$ cat src/hw/lcdPixelPkg.sv
package lcdPixelPkg;

	// One panel pixel as shifted out on SDA, red first
	typedef struct packed
	{
		logic [4:0] red;
		logic [5:0] green;
		logic [4:0] blue;
	} rgb565T;

	// Even pixel goes left, odd pixel goes right
	typedef struct packed
	{
		rgb565T even;
		rgb565T odd;
	} pixelPairT;

	// Incoming pixel; in RGB mode y is green, u is blue and v is red
	typedef struct packed
	{
		logic       isRgb;
		logic [7:0] y;     // Y or G
		logic [7:0] u;     // U or B
		logic [7:0] v;     // V or R
	} colorInT;

endpackage

$ cat src/hw/lcdLinkPkg.sv
package lcdLinkPkg;

	localparam int CMD_BITS = 8;   // Bits per command byte
	localparam int PIX_BITS = 16;  // Bits per RGB565 pixel

	// Command path entry, isData drives the DC pin
	typedef struct packed
	{
		logic                isData;
		logic [CMD_BITS-1:0] data;
	} dbiCmdT;

endpackage

$ cat src/hw/pixelPairer.sv
`timescale 1ns/1ns

module pixelPairer
	import lcdPixelPkg::*;
(
	input  logic      clock,
	input  logic      rstN,
	input  logic      pixValid,
	input  colorInT   pixIn,
	output logic      pixReady,
	output logic      pixCyc,
	output logic      pixStb,
	output logic      pixWe,
	output pixelPairT pixDat,
	input  logic      pixAck
);

	colorInT            inReg;         // Accepted pixel
	logic               inValid;
	rgb565T             rgbReg;        // Converted pixel
	logic               rgbValid;
	rgb565T             evenHold;      // Left pixel waiting for its partner
	logic               oddNext;       // Next converted pixel closes a pair
	logic               writePending;
	logic               advance;
	logic signed [10:0] uOff;
	logic signed [10:0] vOff;
	logic signed [10:0] greenS;
	logic signed [10:0] redS;
	logic signed [10:0] blueS;
	logic [7:0]         redC;
	logic [7:0]         greenC;
	logic [7:0]         blueC;
	rgb565T             rgbNext;

	function automatic logic [7:0] clamp8(input logic signed [10:0] value);
		if (value < 0)
			return 8'd0;
		else if (value > 11'sd255)
			return 8'd255;
		else
			return value[7:0];
	endfunction

	// Pipeline moves unless a pair write is still waiting for ack
	assign advance  = !writePending || pixAck;
	assign pixReady = advance;
	assign pixCyc   = writePending;
	assign pixStb   = writePending;
	assign pixWe    = writePending;

	always_comb
	begin
		uOff   = $signed({3'b000, inReg.u}) - 11'sd128;
		vOff   = $signed({3'b000, inReg.v}) - 11'sd128;
		greenS = $signed({3'b000, inReg.y}) - (uOff >>> 1) - (vOff >>> 1);
		redS   = greenS + (vOff <<< 1);
		blueS  = greenS + (uOff <<< 1);
		redC   = clamp8(redS);
		greenC = clamp8(greenS);
		blueC  = clamp8(blueS);
		if (inReg.isRgb)
		begin
			rgbNext.red   = inReg.v[7:3];
			rgbNext.green = inReg.y[7:2];
			rgbNext.blue  = inReg.u[7:3];
		end
		else
		begin
			rgbNext.red   = redC[7:3];
			rgbNext.green = greenC[7:2];
			rgbNext.blue  = blueC[7:3];
		end
	end

	always_ff @(posedge clock)
	begin
		if (!rstN)
		begin
			inValid      <= 1'b0;
			rgbValid     <= 1'b0;
			oddNext      <= 1'b0;
			writePending <= 1'b0;
		end
		else
		begin
			if (pixAck)
				writePending <= 1'b0;
			if (advance)
			begin
				inValid  <= pixValid;  // Accepted when ready is high
				rgbValid <= inValid;
				if (rgbValid)
				begin
					oddNext <= !oddNext;
					if (oddNext)
						writePending <= 1'b1;  // Strobe two clocks after accept
				end
			end
		end
	end

	always_ff @(posedge clock)
	begin
		if (advance)
		begin
			inReg  <= pixIn;
			rgbReg <= rgbNext;
			if (rgbValid && !oddNext)
				evenHold <= rgbReg;
			if (rgbValid && oddNext)
			begin
				pixDat.even <= evenHold;
				pixDat.odd  <= rgbReg;
			end
		end
	end

endmodule

$ cat src/hw/wbFifo.sv
`timescale 1ns/1ns

module wbFifo
#(
	parameter type PayloadT = logic [7:0],
	parameter int  DEPTH    = 8
)
(
	input  logic    clock,
	input  logic    rstN,
	input  logic    wCyc,
	input  logic    wStb,
	input  logic    wWe,
	input  PayloadT wDat,
	output logic    wAck,
	input  logic    rCyc,
	input  logic    rStb,
	output logic    rAck,
	output PayloadT rDat
);

	localparam int PTR_W = (DEPTH > 1) ? $clog2(DEPTH) : 1;
	localparam int CNT_W = $clog2(DEPTH + 1);

	PayloadT          mem [DEPTH];
	logic [PTR_W-1:0] wrPtr;
	logic [PTR_W-1:0] rdPtr;
	logic [CNT_W-1:0] count;     // Entries held
	logic             doWrite;
	logic             doRead;

	// Ack only once per strobe; the master drops stb after seeing it
	assign doWrite = wCyc && wStb && wWe && !wAck && (count != CNT_W'(DEPTH));
	assign doRead  = rCyc && rStb && !rAck && (count != '0);

	always_ff @(posedge clock)
	begin
		if (!rstN)
		begin
			wrPtr <= '0;
			rdPtr <= '0;
			count <= '0;
			wAck  <= 1'b0;
			rAck  <= 1'b0;
		end
		else
		begin
			wAck  <= doWrite;
			rAck  <= doRead;
			count <= count + CNT_W'(doWrite) - CNT_W'(doRead);
			if (doWrite)
				wrPtr <= (wrPtr == PTR_W'(DEPTH - 1)) ? '0 : wrPtr + 1'b1;
			if (doRead)
				rdPtr <= (rdPtr == PTR_W'(DEPTH - 1)) ? '0 : rdPtr + 1'b1;
		end
	end

	// Storage and read data
	always_ff @(posedge clock)
	begin
		if (doWrite)
			mem[wrPtr] <= wDat;
		if (doRead)
			rDat <= mem[rdPtr];  // Valid together with rAck
	end

endmodule

$ cat src/hw/dbiSerializer.sv
`timescale 1ns/1ns

module dbiSerializer
	import lcdPixelPkg::*, lcdLinkPkg::*;
#(
	parameter int PANEL_WIDTH  = 240,
	parameter int PANEL_HEIGHT = 240
)
(
	input  logic        clock,
	input  logic        rstN,
	output logic        cmdCyc,
	output logic        cmdStb,
	input  logic        cmdAck,
	input  dbiCmdT      cmdDat,
	output logic        pixCyc,
	output logic        pixStb,
	input  logic        pixAck,
	input  pixelPairT   pixDat,
	output logic        sclL,
	output logic        sdaL,
	output logic        dcL,
	output logic        csNL,
	output logic        sclR,
	output logic        sdaR,
	output logic        dcR,
	output logic        csNR,
	output logic        resN,
	output logic [11:0] pixPosX,
	output logic [11:0] pixPosY,
	output logic        frameEnd
);

	typedef enum logic [1:0] { stIdle, stCmd, stPix } wordStateT;

	wordStateT           state;         // Kind of word on the wire
	logic [3:0]          bitCnt;
	logic [3:0]          lastBit;
	logic                phase;         // High half of the bit
	logic                sclQ;
	logic                csNQ;
	logic                dcQ;
	logic                resNQ;
	logic                cmdStbQ;
	logic                pixStbQ;
	logic [PIX_BITS-1:0] shiftL;
	logic [PIX_BITS-1:0] shiftR;
	dbiCmdT              cmdHold;       // Entry acked while a word was busy
	logic                cmdHoldValid;
	pixelPairT           pixHold;
	logic                pixHoldValid;
	logic                wordFree;
	logic                wordDone;
	logic                loadCmd;
	logic                loadPix;
	dbiCmdT              cmdWord;
	pixelPairT           pairWord;

	assign wordDone = (state != stIdle) && phase && (bitCnt == lastBit);
	assign wordFree = (state == stIdle) || wordDone;

	// Next word choice, commands first
	always_comb
	begin
		loadCmd  = wordFree && (cmdHoldValid || cmdAck);
		loadPix  = wordFree && !loadCmd && (pixHoldValid || pixAck);
		cmdWord  = cmdHoldValid ? cmdHold : cmdDat;
		pairWord = pixHoldValid ? pixHold : pixDat;
	end

	always_ff @(posedge clock)
	begin
		resNQ <= rstN;  // Panel leaves reset one clock late
		if (!rstN)
		begin
			state        <= stIdle;
			bitCnt       <= '0;
			lastBit      <= '0;
			phase        <= 1'b0;
			sclQ         <= 1'b0;
			csNQ         <= 1'b1;
			dcQ          <= 1'b0;
			cmdStbQ      <= 1'b0;
			pixStbQ      <= 1'b0;
			cmdHoldValid <= 1'b0;
			pixHoldValid <= 1'b0;
			pixPosX      <= '0;
			pixPosY      <= '0;
			frameEnd     <= 1'b0;
		end
		else
		begin
			frameEnd <= 1'b0;

			if (cmdAck)
				cmdStbQ <= 1'b0;
			else if (!cmdStbQ && !cmdHoldValid)
				cmdStbQ <= 1'b1;
			if (pixAck)
				pixStbQ <= 1'b0;
			else if (!pixStbQ && !pixHoldValid)
				pixStbQ <= 1'b1;

			if (loadCmd && cmdHoldValid)
				cmdHoldValid <= 1'b0;
			else if (cmdAck && !loadCmd)
				cmdHoldValid <= 1'b1;
			if (loadPix && pixHoldValid)
				pixHoldValid <= 1'b0;
			else if (pixAck && !loadPix)
				pixHoldValid <= 1'b1;

			if (loadCmd || loadPix)
			begin
				state   <= loadCmd ? stCmd : stPix;
				lastBit <= loadCmd ? 4'(CMD_BITS - 1) : 4'(PIX_BITS - 1);
				dcQ     <= loadCmd ? cmdWord.isData : 1'b1;
				bitCnt  <= '0;
				phase   <= 1'b0;
				sclQ    <= 1'b0;
				csNQ    <= 1'b0;
			end
			else if (wordDone)
			begin
				state <= stIdle;
				phase <= 1'b0;
				sclQ  <= 1'b0;
				csNQ  <= 1'b1;
			end
			else if (state != stIdle)
			begin
				phase <= !phase;
				sclQ  <= !phase;  // Rises in the second clock of a bit
				if (phase)
					bitCnt <= bitCnt + 1'b1;
			end

			if (wordDone && (state == stPix))
			begin
				if (pixPosX == 12'(PANEL_WIDTH - 1))
				begin
					pixPosX <= '0;
					if (pixPosY == 12'(PANEL_HEIGHT - 1))
					begin
						pixPosY  <= '0;
						frameEnd <= 1'b1;
					end
					else
						pixPosY <= pixPosY + 1'b1;
				end
				else
					pixPosX <= pixPosX + 1'b1;
			end
		end
	end

	always_ff @(posedge clock)
	begin
		if (cmdAck && !loadCmd)
			cmdHold <= cmdDat;
		if (pixAck && !loadPix)
			pixHold <= pixDat;

		if (loadCmd)
		begin
			shiftL <= {cmdWord.data, {(PIX_BITS - CMD_BITS){1'b0}}};
			shiftR <= {cmdWord.data, {(PIX_BITS - CMD_BITS){1'b0}}};
		end
		else if (loadPix)
		begin
			shiftL <= pairWord.even;
			shiftR <= pairWord.odd;
		end
		else if ((state != stIdle) && phase && !wordDone)
		begin
			shiftL <= shiftL << 1;  // MSB first
			shiftR <= shiftR << 1;
		end
	end

	assign cmdCyc = cmdStbQ;
	assign cmdStb = cmdStbQ;
	assign pixCyc = pixStbQ;
	assign pixStb = pixStbQ;
	assign sclL   = sclQ;
	assign sclR   = sclQ;
	assign sdaL   = shiftL[PIX_BITS-1];
	assign sdaR   = shiftR[PIX_BITS-1];
	assign dcL    = dcQ;
	assign dcR    = dcQ;
	assign csNL   = csNQ;
	assign csNR   = csNQ;
	assign resN   = resNQ;

endmodule

$ cat src/hw/lcdDbiPair.sv
`timescale 1ns/1ns

module lcdDbiPair
	import lcdPixelPkg::*, lcdLinkPkg::*;
#(
	parameter int PANEL_WIDTH  = 240,
	parameter int PANEL_HEIGHT = 240,
	parameter int PIX_DEPTH    = 16,
	parameter int CMD_DEPTH    = 8
)
(
	input  logic        clock,
	input  logic        rstN,
	input  logic        pixValid,
	input  colorInT     pixIn,
	output logic        pixReady,
	input  logic        cmdCyc,
	input  logic        cmdStb,
	input  logic        cmdWe,
	input  dbiCmdT      cmdDat,
	output logic        cmdAck,
	output logic        sclL,
	output logic        sdaL,
	output logic        dcL,
	output logic        csNL,
	output logic        sclR,
	output logic        sdaR,
	output logic        dcR,
	output logic        csNR,
	output logic        resN,
	output logic [11:0] pixPosX,
	output logic [11:0] pixPosY,
	output logic        frameEnd
);

	logic      pairCyc;       // Producer to pixel buffer
	logic      pairStb;
	logic      pairWe;
	pixelPairT pairDat;
	logic      pairAck;
	logic      pixRdCyc;      // Pixel buffer to serializer
	logic      pixRdStb;
	logic      pixRdAck;
	pixelPairT pixRdDat;
	logic      cmdRdCyc;      // Command buffer to serializer
	logic      cmdRdStb;
	logic      cmdRdAck;
	dbiCmdT    cmdRdDat;

	pixelPairer pairer (
		.clock(clock), .rstN(rstN),
		.pixValid(pixValid), .pixIn(pixIn), .pixReady(pixReady),
		.pixCyc(pairCyc), .pixStb(pairStb), .pixWe(pairWe),
		.pixDat(pairDat), .pixAck(pairAck)
	);

	wbFifo #(.PayloadT(pixelPairT), .DEPTH(PIX_DEPTH)) pixFifo (
		.clock(clock), .rstN(rstN),
		.wCyc(pairCyc), .wStb(pairStb), .wWe(pairWe), .wDat(pairDat), .wAck(pairAck),
		.rCyc(pixRdCyc), .rStb(pixRdStb), .rAck(pixRdAck), .rDat(pixRdDat)
	);

	wbFifo #(.PayloadT(dbiCmdT), .DEPTH(CMD_DEPTH)) cmdFifo (
		.clock(clock), .rstN(rstN),
		.wCyc(cmdCyc), .wStb(cmdStb), .wWe(cmdWe), .wDat(cmdDat), .wAck(cmdAck),
		.rCyc(cmdRdCyc), .rStb(cmdRdStb), .rAck(cmdRdAck), .rDat(cmdRdDat)
	);

	dbiSerializer #(.PANEL_WIDTH(PANEL_WIDTH), .PANEL_HEIGHT(PANEL_HEIGHT)) serializer (
		.clock(clock), .rstN(rstN),
		.cmdCyc(cmdRdCyc), .cmdStb(cmdRdStb), .cmdAck(cmdRdAck), .cmdDat(cmdRdDat),
		.pixCyc(pixRdCyc), .pixStb(pixRdStb), .pixAck(pixRdAck), .pixDat(pixRdDat),
		.sclL(sclL), .sdaL(sdaL), .dcL(dcL), .csNL(csNL),
		.sclR(sclR), .sdaR(sdaR), .dcR(dcR), .csNR(csNR),
		.resN(resN), .pixPosX(pixPosX), .pixPosY(pixPosY), .frameEnd(frameEnd)
	);

endmodule

$ cat config.mk
export PLATFORM = sky130hd
export DESIGN_NAME = lcdDbiPair
export DESIGN_NICKNAME = d
export VERILOG_FILES = /design/src/hw/lcdPixelPkg.sv /design/src/hw/lcdLinkPkg.sv /design/src/hw/pixelPairer.sv /design/src/hw/wbFifo.sv /design/src/hw/dbiSerializer.sv /design/src/hw/lcdDbiPair.sv
export SDC_FILE = /design/constraint.sdc
export NUM_CORES = 1
export LEC_CHECK = 0
export BUFFER_PORTS_ARGS = -buffer_cell sky130_fd_sc_hd__buf_2
export CORE_MARGIN = 4
export CORE_UTILIZATION = 59
export DETAILED_ROUTE_END_ITERATION = 12
export PLACE_DENSITY = 0.88
export SLEW_MARGIN = 20
export SYNTH_ARGS = -nofsm -noshare
export SYNTH_HDL_FRONTEND = slang
export SYNTH_SLANG_ARGS = --single-unit
$ cat constraint.sdc
create_clock -name clock -period 11 [get_ports clock]
set_input_delay 1.1 -clock clock [delete_from_list [all_inputs] [get_ports clock]]
set_output_delay 1.1 -clock clock [all_outputs]
set_load 0.05 [all_outputs]
# Yosys cells after proc, flatten, opt, wreduce, memory -nomap -nowiden
# Memories as Yosys holds them, arrays and structs flattened. A register that Yosys moved wholly into a read port is not among the register bits.
# Index checks and enable logic that the tools add are counted.
classes:
  add_sub_neg: 17
  order_cmp: 6
  n_eq_ne: 10
  muxes: 37
  bitwise_logic: 2
  n_reduce_logical: 63
ops:
  columns: ["cell", "count"]
  rows:
  - ["$mux 16", 7]
  - ["$mux 8", 6]
  - ["$gt 11x9->1 const B", 3]
  - ["$lt 11x1->1 const B", 3]
  - ["$mux 32", 1]
  - ["$logic_and 1x1->1", 25]
  - ["$add 12x1->12 const B", 2]
  - ["$eq 12x8->1 const B", 2]
  - ["$mux 12", 2]
  - ["$add 11x10->11", 2]
  - ["$sub 8x8->9 const B", 2]
  - ["$logic_not 1->1", 14]
  - ["$add 4x1->4 const B", 3]
  - ["$mux 1", 12]
  - ["$mux 4", 3]
  - ["$sub 10x8->11", 1]
  - ["$reduce_or 2->1", 5]
  - ["$sub 9x8->10", 1]
  - ["$mux 9", 1]
  - ["$eq 4x4->1 const B", 2]
  - ["$reduce_and 2->1", 4]
  - ["$add 3x1->3 const B", 2]
  - ["$eq 3x3->1 const B", 2]
  - ["$mux 2", 3]
  - ["18 further kinds", 27]
totals:
  reg_bits: 236
  ramBits: 584
  in_bits: 40
  out_inout_bits: 36
  wordCells: 193
  mem_count: 2
mem_list:
  columns: ["name", "words", "width", "rd", "rd_clocked_by_memory_dff", "write_ports", "line", "rtl"]
  rows:
  - ["pixFifo.mem", 16, 32, 1, 1, 1, "wbFifo.sv:25", "PayloadT mem [DEPTH];"]
  - ["cmdFifo.mem", 8, 9, 1, 1, 1, "wbFifo.sv:25", null]

# Logic depth before layout (Yosys ltp)
# Gate-level depths: netlist of run 1.
depth:
  word_depth: 10
  mapped_depth: 18
  depth_no_buf: 17

# Modules after synthesis
# From an unflattened synthesis of run 1, not the netlist that was laid out.
hier_totals:
  hier_cells: 1908
  area_unflattened_um2: 34569.4
by_module_without_submodules:
  columns: ["module", "n_inst", "cells_each", "area_each_um2", "seq_area_each_um2"]
  rows:
  - ["wbFifo (pixFifo)", 1, 927, 21012.7, 16636.0]
  - ["dbiSerializer", 1, 430, 5044.8, 2852.7]
  - ["pixelPairer", 1, 358, 4753.3, 2752.6]
  - ["wbFifo (cmdFifo)", 1, 193, 3758.6, 2672.6]

# Worst setup path after synthesis of run 1
# No wires, ideal clock.
synth_path:
  kind: "register to register"
  startpoint: "register pixFifo.wAck"
  endpoint: "memory pixFifo.mem[3][0] (netlist bit) (enable)"
  setup_ns: 0.461
  arrival_ns: 4.712
  required_time_ns: 10.539
  setup_slack_ns: 5.827
  stages_incl_launch_ff: 6
  path_buffers: 1
  synth_period_minus_slack_ns: 5.173
  cell_sequence: "dfxtp_1 > nand2b_1 > clkbuf_1 > a41oi_1 > nand2_1 > nor3_1"
synth_via:
  elab_chain_len: 5
synth_lines:
  columns: ["item", "line", "rtl"]
  rows:
  - ["from (decl)", "wbFifo.sv:15", "output logic wAck,"]
  - ["from (signal assigned)", "wbFifo.sv:48", "wAck <= doWrite;"]
  - ["$logic_not 1->1", "wbFifo.sv:33", "assign doWrite = wCyc && wStb && wWe && !wAck && (count != CNT_W'(DEPTH));"]
  - ["$logic_and 1x1->1 (2 in series)", "wbFifo.sv:33", null]
  - ["via pixFifo.doWrite", "wbFifo.sv:29", "logic doWrite;"]
  - ["$mux 1", "wbFifo.sv:61", "if (doWrite)"]
  - ["$mux 1 (implied by the code)", "wbFifo.sv:62", "mem[wrPtr] <= wDat;"]
  - ["to (decl)", "wbFifo.sv:25", null]
# The timed path passes the listed nets, and every way through them passes these cells.

==> results.md, run 1 <==
- Full die area: 61700 sq um
- H-tree depth: 3
- # resized after CTS: 0
- # IOs: 76
- Clock root cell: clkbuf_16
- Post-synthesis cell type count: 62
- Layout overhead on the synthesized area: 11.6%
- Post-synthesis cell area: 34100 sq um
- # nets final: 2055
- Delay-heaviest family, CP: compound AO/OA/AOI/OAI gates
- Max cap viols: 0
- Leading cell type in the layout, fill and taps excluded: edfxtp_1
- Hold_buf cts: 0
- Core area: 56800 sq um
- Multi-input logic area: 8840 sq um
- Post-CTS setup repair buffer count: 0
- Detail Route Antenna Nets: 0
- Vias per std cell: 6.68
- First-pass GRT wire length: 123000 um
- # rows: 87
- Final wirelength: 82400 um
- Slew HR: 19.5%
- Setup crit end kind: flip-flop
- Synthesized instance count: 1839
- Setup_tns: 0 ps
- Total power draw: 8.34 mW
- Number of flops mapped to enable cells by yosys: 771
- DRT Pass-1 Iters: 7
- Fill cells: 3417
- Final worst slack: 6140 ps
- Final Slew Violations: 0
- Initial antenna violation count: 2
- F_max: 206 MHz
- Reg area: 24900 sq um
- Worst-Margin Slew: 1180 ps
- Endpoints failing setup: 0
- CTS tree: built
- Outcome: finished clean
- Ys async rst share: 0%
- CTS Buffer Depth: 3
- Gpl congestion: 0.898
- Clock transition at path regs: 70 ps
- Hold violation count in the final report: 0
- Detailed-route via count: 18494
- Startpoint types: flip-flop
- DRC: 0
- DP HPWL: 42400 um
- Diode count: 0
- Worst path slowest cell: edfxtp_1
- Critical Path RT: 11310 ps
- CP Class: flip-flop to flip-flop
- Syn nets: 1948
- Skew-Pair Late Insertion Delay: 640 ps
- Arr. time, crit path: 5180 ps
- Synth Area per Inst: 18.5 sq um
- Largest net degree at the start of global routing: 105
- CTS Buf Count: 84
- Crit-path max cell delay: 610 ps
- Cell chain of the critical path: fa_1 -> ha_1 -> a2111oi_0 -> a22o_1 -> xnor2_1 -> ha_1 -> or4_1 -> o21ai_0 -> xnor2_1 -> o22ai_1 -> a32oi_1
- Yosys reg bits: 859
- HP Class: flip-flop to flip-flop
- Power per cell area: 219 nW/um^2
- Yosys warning count: 0
- Synth Flop Type: edfxtp_1
- Drt wl/cell: 29.7 um
- Final min period: 4860 ps
- Post-synthesis sequential area ratio: 73.0%
- Leakage: 12.3 nW
- Layout cell share with drive strength beyond 1: 22.0%
- Initial Utilization: 60.0%
- Place WS: 6230 ps
- RSZ-0062 raised after global routing: no
- Die width: 248 um
- Number of global-route vias before repair: 19201
- Worst vdd ir: 0.000187 V
- Critical path buffers and inverters: 0
- GRT overflow: 0
- Sinks on Clock Net: 859
- Die Y: 248 um
- Crit-path max FO: 10
- Port-buffer cells: 75
- Most frequent cells in the layout: edfxtp_1 (771), mux4_2 (178), nor2_1 (99)
- Crit share post-route: 44.2%
- GR Util All Layers: 26.5%
- DRC marker count from the first detailed-route iteration: 2479
- Worst Clk Skew: 30.5 ps
synthesized netlist by cell type (3+ instances only):
library cell	number	area, sq um
o211ai_1	9	67.6
buf_2	7	35.0
nand4_1	8	50.1
mux2i_1	53	531
inv_1	49	184
nor2b_1	4	25.0
o21bai_1	3	22.5
and2_1	10	62.6
and3_1	7	43.8
xor2_1	22	193
clkbuf_1	52	195
nor3_1	21	105
a221oi_1	8	70.1
or3_1	14	87.6
ha_1	56	701
o21ai_0	37	185
nor2_1	111	417
a21oi_1	76	380
dfxtp_1	88	1760
xnor2_1	22	193
nand4b_1	3	26.3
a32oi_1	5	43.8
nand2b_1	12	75.1
a31oi_1	9	56.3
nor3b_1	6	45.0
o221ai_1	4	35.0
edfxtp_1	771	23200
mux2_2	9	101
nand3_1	14	70.1
o22ai_1	11	68.8
a21boi_0	5	37.5
buf_1	18	67.6
a21o_1	9	67.6
mux4_2	178	4010
fa_1	13	260
a211oi_1	10	75.1
o21a_1	8	60.1
nor4_1	7	43.8
buf_4	4	30.0
nand2_1	59	221
power by group:
part / switching, mW / internal (mW) / leakage, nW / total, mW
clock network: 1.22 / 1.51 / 1.26 / 2.74
registers: 0.193 / 3.82 / 7.75 / 4.01
logic: 0.898 / 0.688 / 3.32 / 1.59
total: 2.32 / 6.02 / 12.3 / 8.34
cell families after synthesis:
logic type	Yosys count	synth area share, %
compound gates	211	3.93
xor+xnor	44	1.13
fa+ha+maj	69	2.82
buf+inv	131	1.51
flops	859	73.0
mux	240	13.6
simple gates	285	3.96
cell type report:
| cell class | count | area share (%) |
|---|---|---|
| tap | 756 | 2.48 |
| inverter | 50 | 0.493 |
| clock buffer | 113 | 6.00 |
| timing repair buffer | 102 | 1.55 |
| clock inverter | 40 | 0.776 |
| sequential | 859 | 65.5 |
| multi-input combinational | 849 | 23.2 |
stage by stage:
step | utilization (%) | instances | hold slack, ps | area (sq um)
floorplan | - | 1839 | 400 | 34100
global placement | 62.4 | 2616 | 405 | 35500
detailed placement | 62.4 | 2616 | 411 | 35500
CTS | 67.0 | 2769 | 410 | 38100
global route | 67.0 | 2769 | 411 | 38100
finish | 67.0 | 2769 | 405 | 38100
flip-flops by register name, summed over array words and instances (netlist names), 3 cells and up:
name,flops
cmdFifo.rdPtr,3
pixFifo.count,5
pairer.evenHold,16
serializer.shiftL,16
pixFifo.rdPtr,4
pairer.pixDat,32
cmdFifo.wrPtr,3
serializer.pixPosY,12
serializer.pixHold,32
serializer.bitCnt,4
pixFifo.wrPtr,4
serializer.pixPosX,12
pairer.rgbReg,16
serializer.shiftR,16
cmdFifo.count,4
pixFifo.rDat,32
pixFifo.mem,512
pairer.inReg,25
serializer.cmdHold,9
cmdFifo.mem,72
cmdFifo.rDat,9
layer usage:
metal  vias up  routed length [um]  global-route usage, %
met5         -                   0                      0
met4         0                3210                   9.46
met3       238                6820                   5.07
met2      1242               43000                   46.3
met1      9456               29300                   33.7
li1       7558                   -                      -
final timing paths:
check / startpoint / to / slack [ps] / cells after the start
hold reg to reg: pairer.evenHold[6] / pairer.pixDat[22] / 400 / 0
setup / recovery: pairer.inReg[7] / pairer.rgbReg[14] / 6140 / 11
hold / removal: pairer.evenHold[6] / pairer.pixDat[22] / 400 / 0
setup reg to reg: pairer.inReg[7] / pairer.rgbReg[14] / 6140 / 11
Note: power is estimated with default switching activity, not from simulation.
==> run 2, diff against run 1 <==
clock period = 4.9 ns   (was 11 ns; I/O delays follow)
==> run 2 against run 1 <==
Die area unchanged. Register-to-register slack worse by 5800 ps. Sequential power up 130%. Hold slack worse by 350 ps. Non-clock buffer count up 12. Critical endpoint is now pairer.rgbReg[11]. Highest routed layer unchanged.
==> results.md, run 2 (synthesized netlist as in run 1, its figures left out) <==
- Outcome: finished clean
- Most frequent cells in the layout: edfxtp_1 (771), mux4_2 (178), nor2_1 (99)
- Part of the power in registers: 48.2% (about the same)
- H-tree depth: 3 (unchanged)
- Worst-Margin Slew: 1060 ps (-120 ps)
- HP Class: input pin to flip-flop
- Hold_buf cts: 0 (unchanged)
- Worst Clk Skew: 28.0 ps (-2.46 ps)
- Clock transition at path regs: 60 ps (about the same)
- # rows: 87 (unchanged)
- Drt wl/cell: 28.9 um (-2.8%)
- # resized after CTS: 0 (unchanged)
- Initial antenna violation count: 0 (-2)
- Met3 wire len: 6950 um (+2.0%)
- Place WS: 240 ps (-5990 ps)
- DRC: 0 (unchanged)
- Crit-path max FO: 10 (unchanged)
- DP HPWL: 45100 um (+6.4%)
- CP Class: flip-flop to flip-flop
- Setup_tns: 0 ps (unchanged)
- Final wirelength: 80200 um (-2.6%)
- Reg-to-Reg Start: pairer.inReg[6]
- Worst R2R Setup Slack: 300 ps (-5840 ps)
- Sw Share: 27.3% (-0.51 points)
- Core area: 56800 sq um (unchanged)
- Power per cell area: 490 nW/um^2 (+120%)
- Vias per std cell: 6.64 (-0.53%)
- Diode count: 0 (unchanged)
- Detailed-route via count: 18442 (-0.28%)
- CP Launch Point: pairer.inReg[6]
- Arr. time, crit path: 4920 ps (-260 ps)
- Die width: 248 um (unchanged)
- Final Cell Area: 38200 sq um (+0.33%)
- Hold depth: 1 (+1)
- WHS: 54.8 ps (-350 ps)
- RSZ-0062 raised after global routing: no
- # nets final: 2065 (+0.49%)
- Leading cell type in the layout, fill and taps excluded: edfxtp_1
- DRT Pass-1 Iters: 6 (-1)
- Startpoint types: flip-flop
- Hold EP: pairer.inReg[24]
- Most flops, register: pixFifo.mem
- Full die area: 61700 sq um (unchanged)
- Die Y: 248 um (unchanged)
- Detail Route Antenna Nets: 0 (unchanged)
- Post-CTS setup repair buffer count: 0 (unchanged)
- Gpl congestion: 0.893 (-0.61%)
- Sinks on Clock Net: 859 (unchanged)
- Layout overhead on the synthesized area: 12.0%
- F_max: 217 MHz (+5.6%)
- GR Util All Layers: 26.0% (-0.50 points)
- CTS Buffer Depth: 3 (unchanged)
- R2R depth: 15 (+4)
- Final Slew Violations: 0 (unchanged)
- Max cap viols: 0 (unchanged)
- DRC marker count from the first detailed-route iteration: 2330 (-6.0%)
- Largest net degree at the start of global routing: 71 (-32%)
- Endpoints failing setup: 0 (unchanged)
- Initial Utilization: 60.0% (unchanged)
- Top Registers: pixFifo.mem (512), cmdFifo.mem (72)
- NetSw: 5.10 mW (+120%)
- R2R Path End: pairer.rgbReg[11]
- Leakage: 12.3 nW (about the same)
- Hold violation count in the final report: 0 (unchanged)
- CTS tree: built
- Setup crit end kind: flip-flop
- Port-buffer cells: 75 (unchanged)
- CTS Buf Count: 82 (-2.4%)
- Combinational share of power: 18.9% (about the same)
- Crit share post-route: 94.0% (+50 points)
- Skew-Pair Late Insertion Delay: 630 ps (about the same)
- Max FFs per register: 512 (unchanged)
- Hold wc startpoint: pixIn[24]
- Met2 WL post-DR: 41800 um (-2.7%)
- Final worst slack: 295 ps (-5840 ps)
- Clock root cell: clkbuf_16
- Layout cell share with drive strength beyond 1: 22.4% (+0.37 points)
- Worst vdd ir: 0.000305 V (+63%)
- Final min period: 4600 ps (-258 ps)
- Slew HR: 29.5% (+10 points)
- Top Layer Used: met4
- Critical Path RT: 5210 ps (-6100 ps)
- First-pass GRT wire length: 121000 um (-1.8%)
- Clk pwr share: 32.9% (about the same)
- Number of global-route vias before repair: 18886 (-1.6%)
- # IOs: 76 (unchanged)
- Post-Place Cell Area: 35600 sq um (+0.41%)
- Internal power: 13.6 mW (+130%)
- GRT overflow: 0 (unchanged)
- M1 wire length: 28100 um (-4.3%)
## run 2: worst max-delay path by stage
stage	to	slack (ps)	cells after the start
after floorplan	pixFifo.mem[15][0]	580	5
after global placement	pairer.rgbReg[1]	510	15
final	pairer.rgbReg[11]	300	15
after CTS	pairer.rgbReg[1]	220	15
after detailed placement	pairer.rgbReg[1]	240	15
after global routing	pairer.rgbReg[11]	20	15
## run 2: final cells by class
class	instances	area, sq um
multi-input cells	849	8870
clock buffers	109	2190
well taps	756	946
fillers	3427	18600
repair buffers	114	706
inverters	50	188
clock inverters	39	365
flip-flops and latches	859	24900
## run 2: metrics by stage
stage	util (%)	power, mW	instances
6_report	67.2	18.7	2776
5_1_grt	67.2	19.4	2776
4_1_cts	67.2	18.7	2776
3_5_place_dp	62.7	12.6	2628
3_3_place_gp	62.7	12.4	2628
2_1_floorplan	-	11.6	1839
## run 2: worst max-delay path, stage by stage, from the launching register on
cell and delay (ps):
edfxtp_1 460, fa_1 570, inv_1 60, ha_1 440
and3_1 210, o21ai_0 140, or3_1 380, o211ai_1 270
inv_1 160, ha_1 410, nand2_1 70, a21oi_1 150
o21a_1 180, nor3_1 60, o21ai_0 500, a32oi_1 250
## run 2: power groups by stage
stage | Combinational (mW) | Clock (mW) | Sequential, mW
floorplan | 2.65 | 0 | 8.95
global placement | 3.25 | 0 | 9.12
detailed placement | 3.41 | 0 | 9.16
CTS | 3.51 | 6.20 | 9.03
global route | 3.83 | 6.54 | 9.08
finish | 3.54 | 6.15 | 9.03
## run 2: routing by layer
metal / global-route usage, % / vias up
li1: - / 7577
met1: 33.5 / 9394
met2: 45.3 / 1250
met3: 4.23 / 221
met4: 9.75 / 0
met5: 0 / -
==> run 3, diff against run 2 <==
BUFFER_PORTS_ARGS = unset   (was -buffer_cell sky130_fd_sc_hd__buf_2)
DONT_BUFFER_PORTS = 1   (was unset)
PLACE_DENSITY = 0.87   (was 0.88)
==> run 3 against run 2 <==
Register-to-register slack about the same. Sequential share of layout area down 0.44 points. Clock skew up 6.4 ps. Sequential power up 1%. Clock power up 7.5%. Die area unchanged. Via count down 0.39%. Utilization up 0.46 points.
==> results.md, run 3 (synthesized netlist as in run 1, its figures left out) <==
- CP Launch Point: pairer.inReg[7]
- Setup crit end kind: flip-flop
- Layout overhead on the synthesized area: 12.8%
- Endpoints failing setup: 0 (unchanged)
- Power per cell area: 499 nW/um^2 (+1.8%)
- Fill cells: 3343 (-2.5%)
- Final Slew Violations: 0 (unchanged)
- Final Cell Area: 38500 sq um (+0.68%)
- Port-buffer cells: 0 (-100%)
- Most frequent cells in the layout: edfxtp_1 (771), mux4_2 (178), nor2_1 (99)
- CTS Buffer Depth: 3 (unchanged)
- Outcome: finished clean
- F_max: 217 MHz (-0.13%)
- Worst-Margin Slew: 1100 ps (+47.7 ps)
- Max cap viols: 0 (unchanged)
- CTS Buf Count: 84 (+2.4%)
- Die Y: 248 um (unchanged)
- Drt wl/cell: 30.1 um (+4.1%)
- Top Registers: pixFifo.mem (512), cmdFifo.mem (72)
- Leakage: 12.3 nW (-0.49%)
- DRC marker count from the first detailed-route iteration: 2348 (+0.77%)
- HP Class: input pin to flip-flop
- First-pass GRT wire length: 123000 um (+1.6%)
- CTS tree: built
- R2R Path End: pairer.rgbReg[1]
- DRC: 0 (unchanged)
- Reg area: 24900 sq um (unchanged)
- DRT Pass-1 Iters: 6 (unchanged)
- Final wirelength: 82400 um (+2.7%)
- Worst vdd ir: 0.000559 V (+83%)
- Worst Clk Skew: 34.4 ps (+6.38 ps)
- Vias per std cell: 6.71 (+0.99%)
- Clock transition at path regs: 60 ps (about the same)
- Clock root cell: clkbuf_16
- Critical Path RT: 5320 ps (+110 ps)
- Skew-Pair Late Insertion Delay: 660 ps (+30 ps)
- Slew HR: 26.2% (-3.4 points)
- # nets final: 2028 (-1.8%)
- Crit share post-route: 94.1% (+0.12 points)
- Most flops, register: pixFifo.mem
- Sinks on Clock Net: 859 (unchanged)
- GR Util All Layers: 26.4% (+0.40 points)
- Multi-input logic area: 8870 sq um (about the same)
- Reg-to-Reg Start: pairer.inReg[7]
- Diode count: 0 (unchanged)
- R2R depth: 12 (-3)
- DP HPWL: 43800 um (-2.9%)
- Largest net degree at the start of global routing: 77 (+8.5%)
- Max FFs per register: 512 (unchanged)
- Setup crit end: pairer.rgbReg[1]
- Full die area: 61700 sq um (unchanged)
- Initial Utilization: 60.0% (unchanged)
- Detail Route Antenna Nets: 0 (unchanged)
- Initial antenna violation count: 1 (+1)
- Die width: 248 um (unchanged)
- Crit-path max FO: 10 (unchanged)
- Leading cell type in the layout, fill and taps excluded: edfxtp_1
- RSZ-0062 raised after global routing: no
- H-tree depth: 3 (unchanged)
- Setup_tns: 0 ps (unchanged)
- Hold depth: 2 (+1)
- Startpoint types: flip-flop
- GRT overflow: 0 (unchanged)
- # rows: 87 (unchanged)
- Core area: 56800 sq um (unchanged)
- Detailed-route via count: 18370 (-0.39%)
- Arr. time, crit path: 5030 ps (+110 ps)
- # IOs: 76 (unchanged)
- Number of global-route vias before repair: 18833 (-0.28%)
- CP Class: flip-flop to flip-flop
- Hold violation count in the final report: 0 (unchanged)
- Gpl congestion: 0.890 (-0.34%)
- Final min period: 4610 ps (+6.11 ps)
- Post-Place Cell Area: 35200 sq um (-1.1%)
- Layout cell share with drive strength beyond 1: 19.7% (-2.7 points)
- Worst R2R Setup Slack: 290 ps (about the same)
==> run 3: cell type report <==
| class | count | share of cell area, % |
|---|---|---|
| Sequential cell | 859 | 64.8 |
| Tap cell | 756 | 2.46 |
| Inverter | 50 | 0.488 |
| Clock buffer | 95 | 5.63 |
| Timing Repair Buffer | 75 | 1.89 |
| Clock inverter | 54 | 1.66 |
| Multi-Input combinational cell | 849 | 23.1 |
==> run 3: critical path, stage by stage (launching register included) <==
cell	delay (ps)
edfxtp_1	590
fa_1	560
ha_1	480
o211ai_1	190
a22o_1	290
xnor2_1	570
ha_1	390
nand2_1	150
a21oi_1	60
a221o_1	330
xnor2_1	200
xnor2_1	170
a221oi_1	410
==> run 3: stage by stage <==
stage / worst slack (ps) / total power, mW / hold slack (ps) / std cells / utilization (%)
global route: 19.0 / 19.9 / 28.9 / 2738 / 67.7
finish: 289 / 19.2 / 48.6 / 2738 / 67.7
floorplan: 579 / 11.6 / 400 / 1839 / -
detailed placement: 239 / 12.5 / 414 / 2551 / 62.0
global placement: 466 / 12.3 / 402 / 2551 / 62.0
CTS: 239 / 19.2 / 10.7 / 2735 / 67.5
==> run 3: repair_timing <==
action	4_1_cts	5_1_grt
hold endpoints to repair	105	0
gates resized for setup	0	4
endpoints found under the setup margin	0	10
hold buffers	35	0
setup buffers	0	0
==> run 3: worst min-delay path by stage <==
| stage | from | to | slack, ps |
|---|---|---|---|
| floorplan | pairer.evenHold[0] | pairer.pixDat[16] | 400 |
| global placement | pairer.evenHold[12] | pairer.pixDat[28] | 400 |
| detailed placement | pairer.evenHold[6] | pairer.pixDat[22] | 410 |
| CTS | pixValid | pairer.inValid | 10 |
| global route | pixValid | pairer.inValid | 30 |
| finish | pixValid | pairer.inValid | 50 |
==> run 3: report_power, final <==
group          internal (mW)  switching [mW]  leakage, nW
logic                   1.57            1.89         3.17
registers               8.57           0.542         7.75
clock network           3.78            2.83         1.35
total                   13.9            5.27         12.3
==> run 3: routing by layer <==
layer  GRT usage, %  wire, um  vias to the layer above
met5              0         0                        -
met4           8.46      2600                        0
met3           5.38      7430                      178
met2           46.4     43900                     1223
met1           33.6     28500                     9460
li1               -         -                     7509
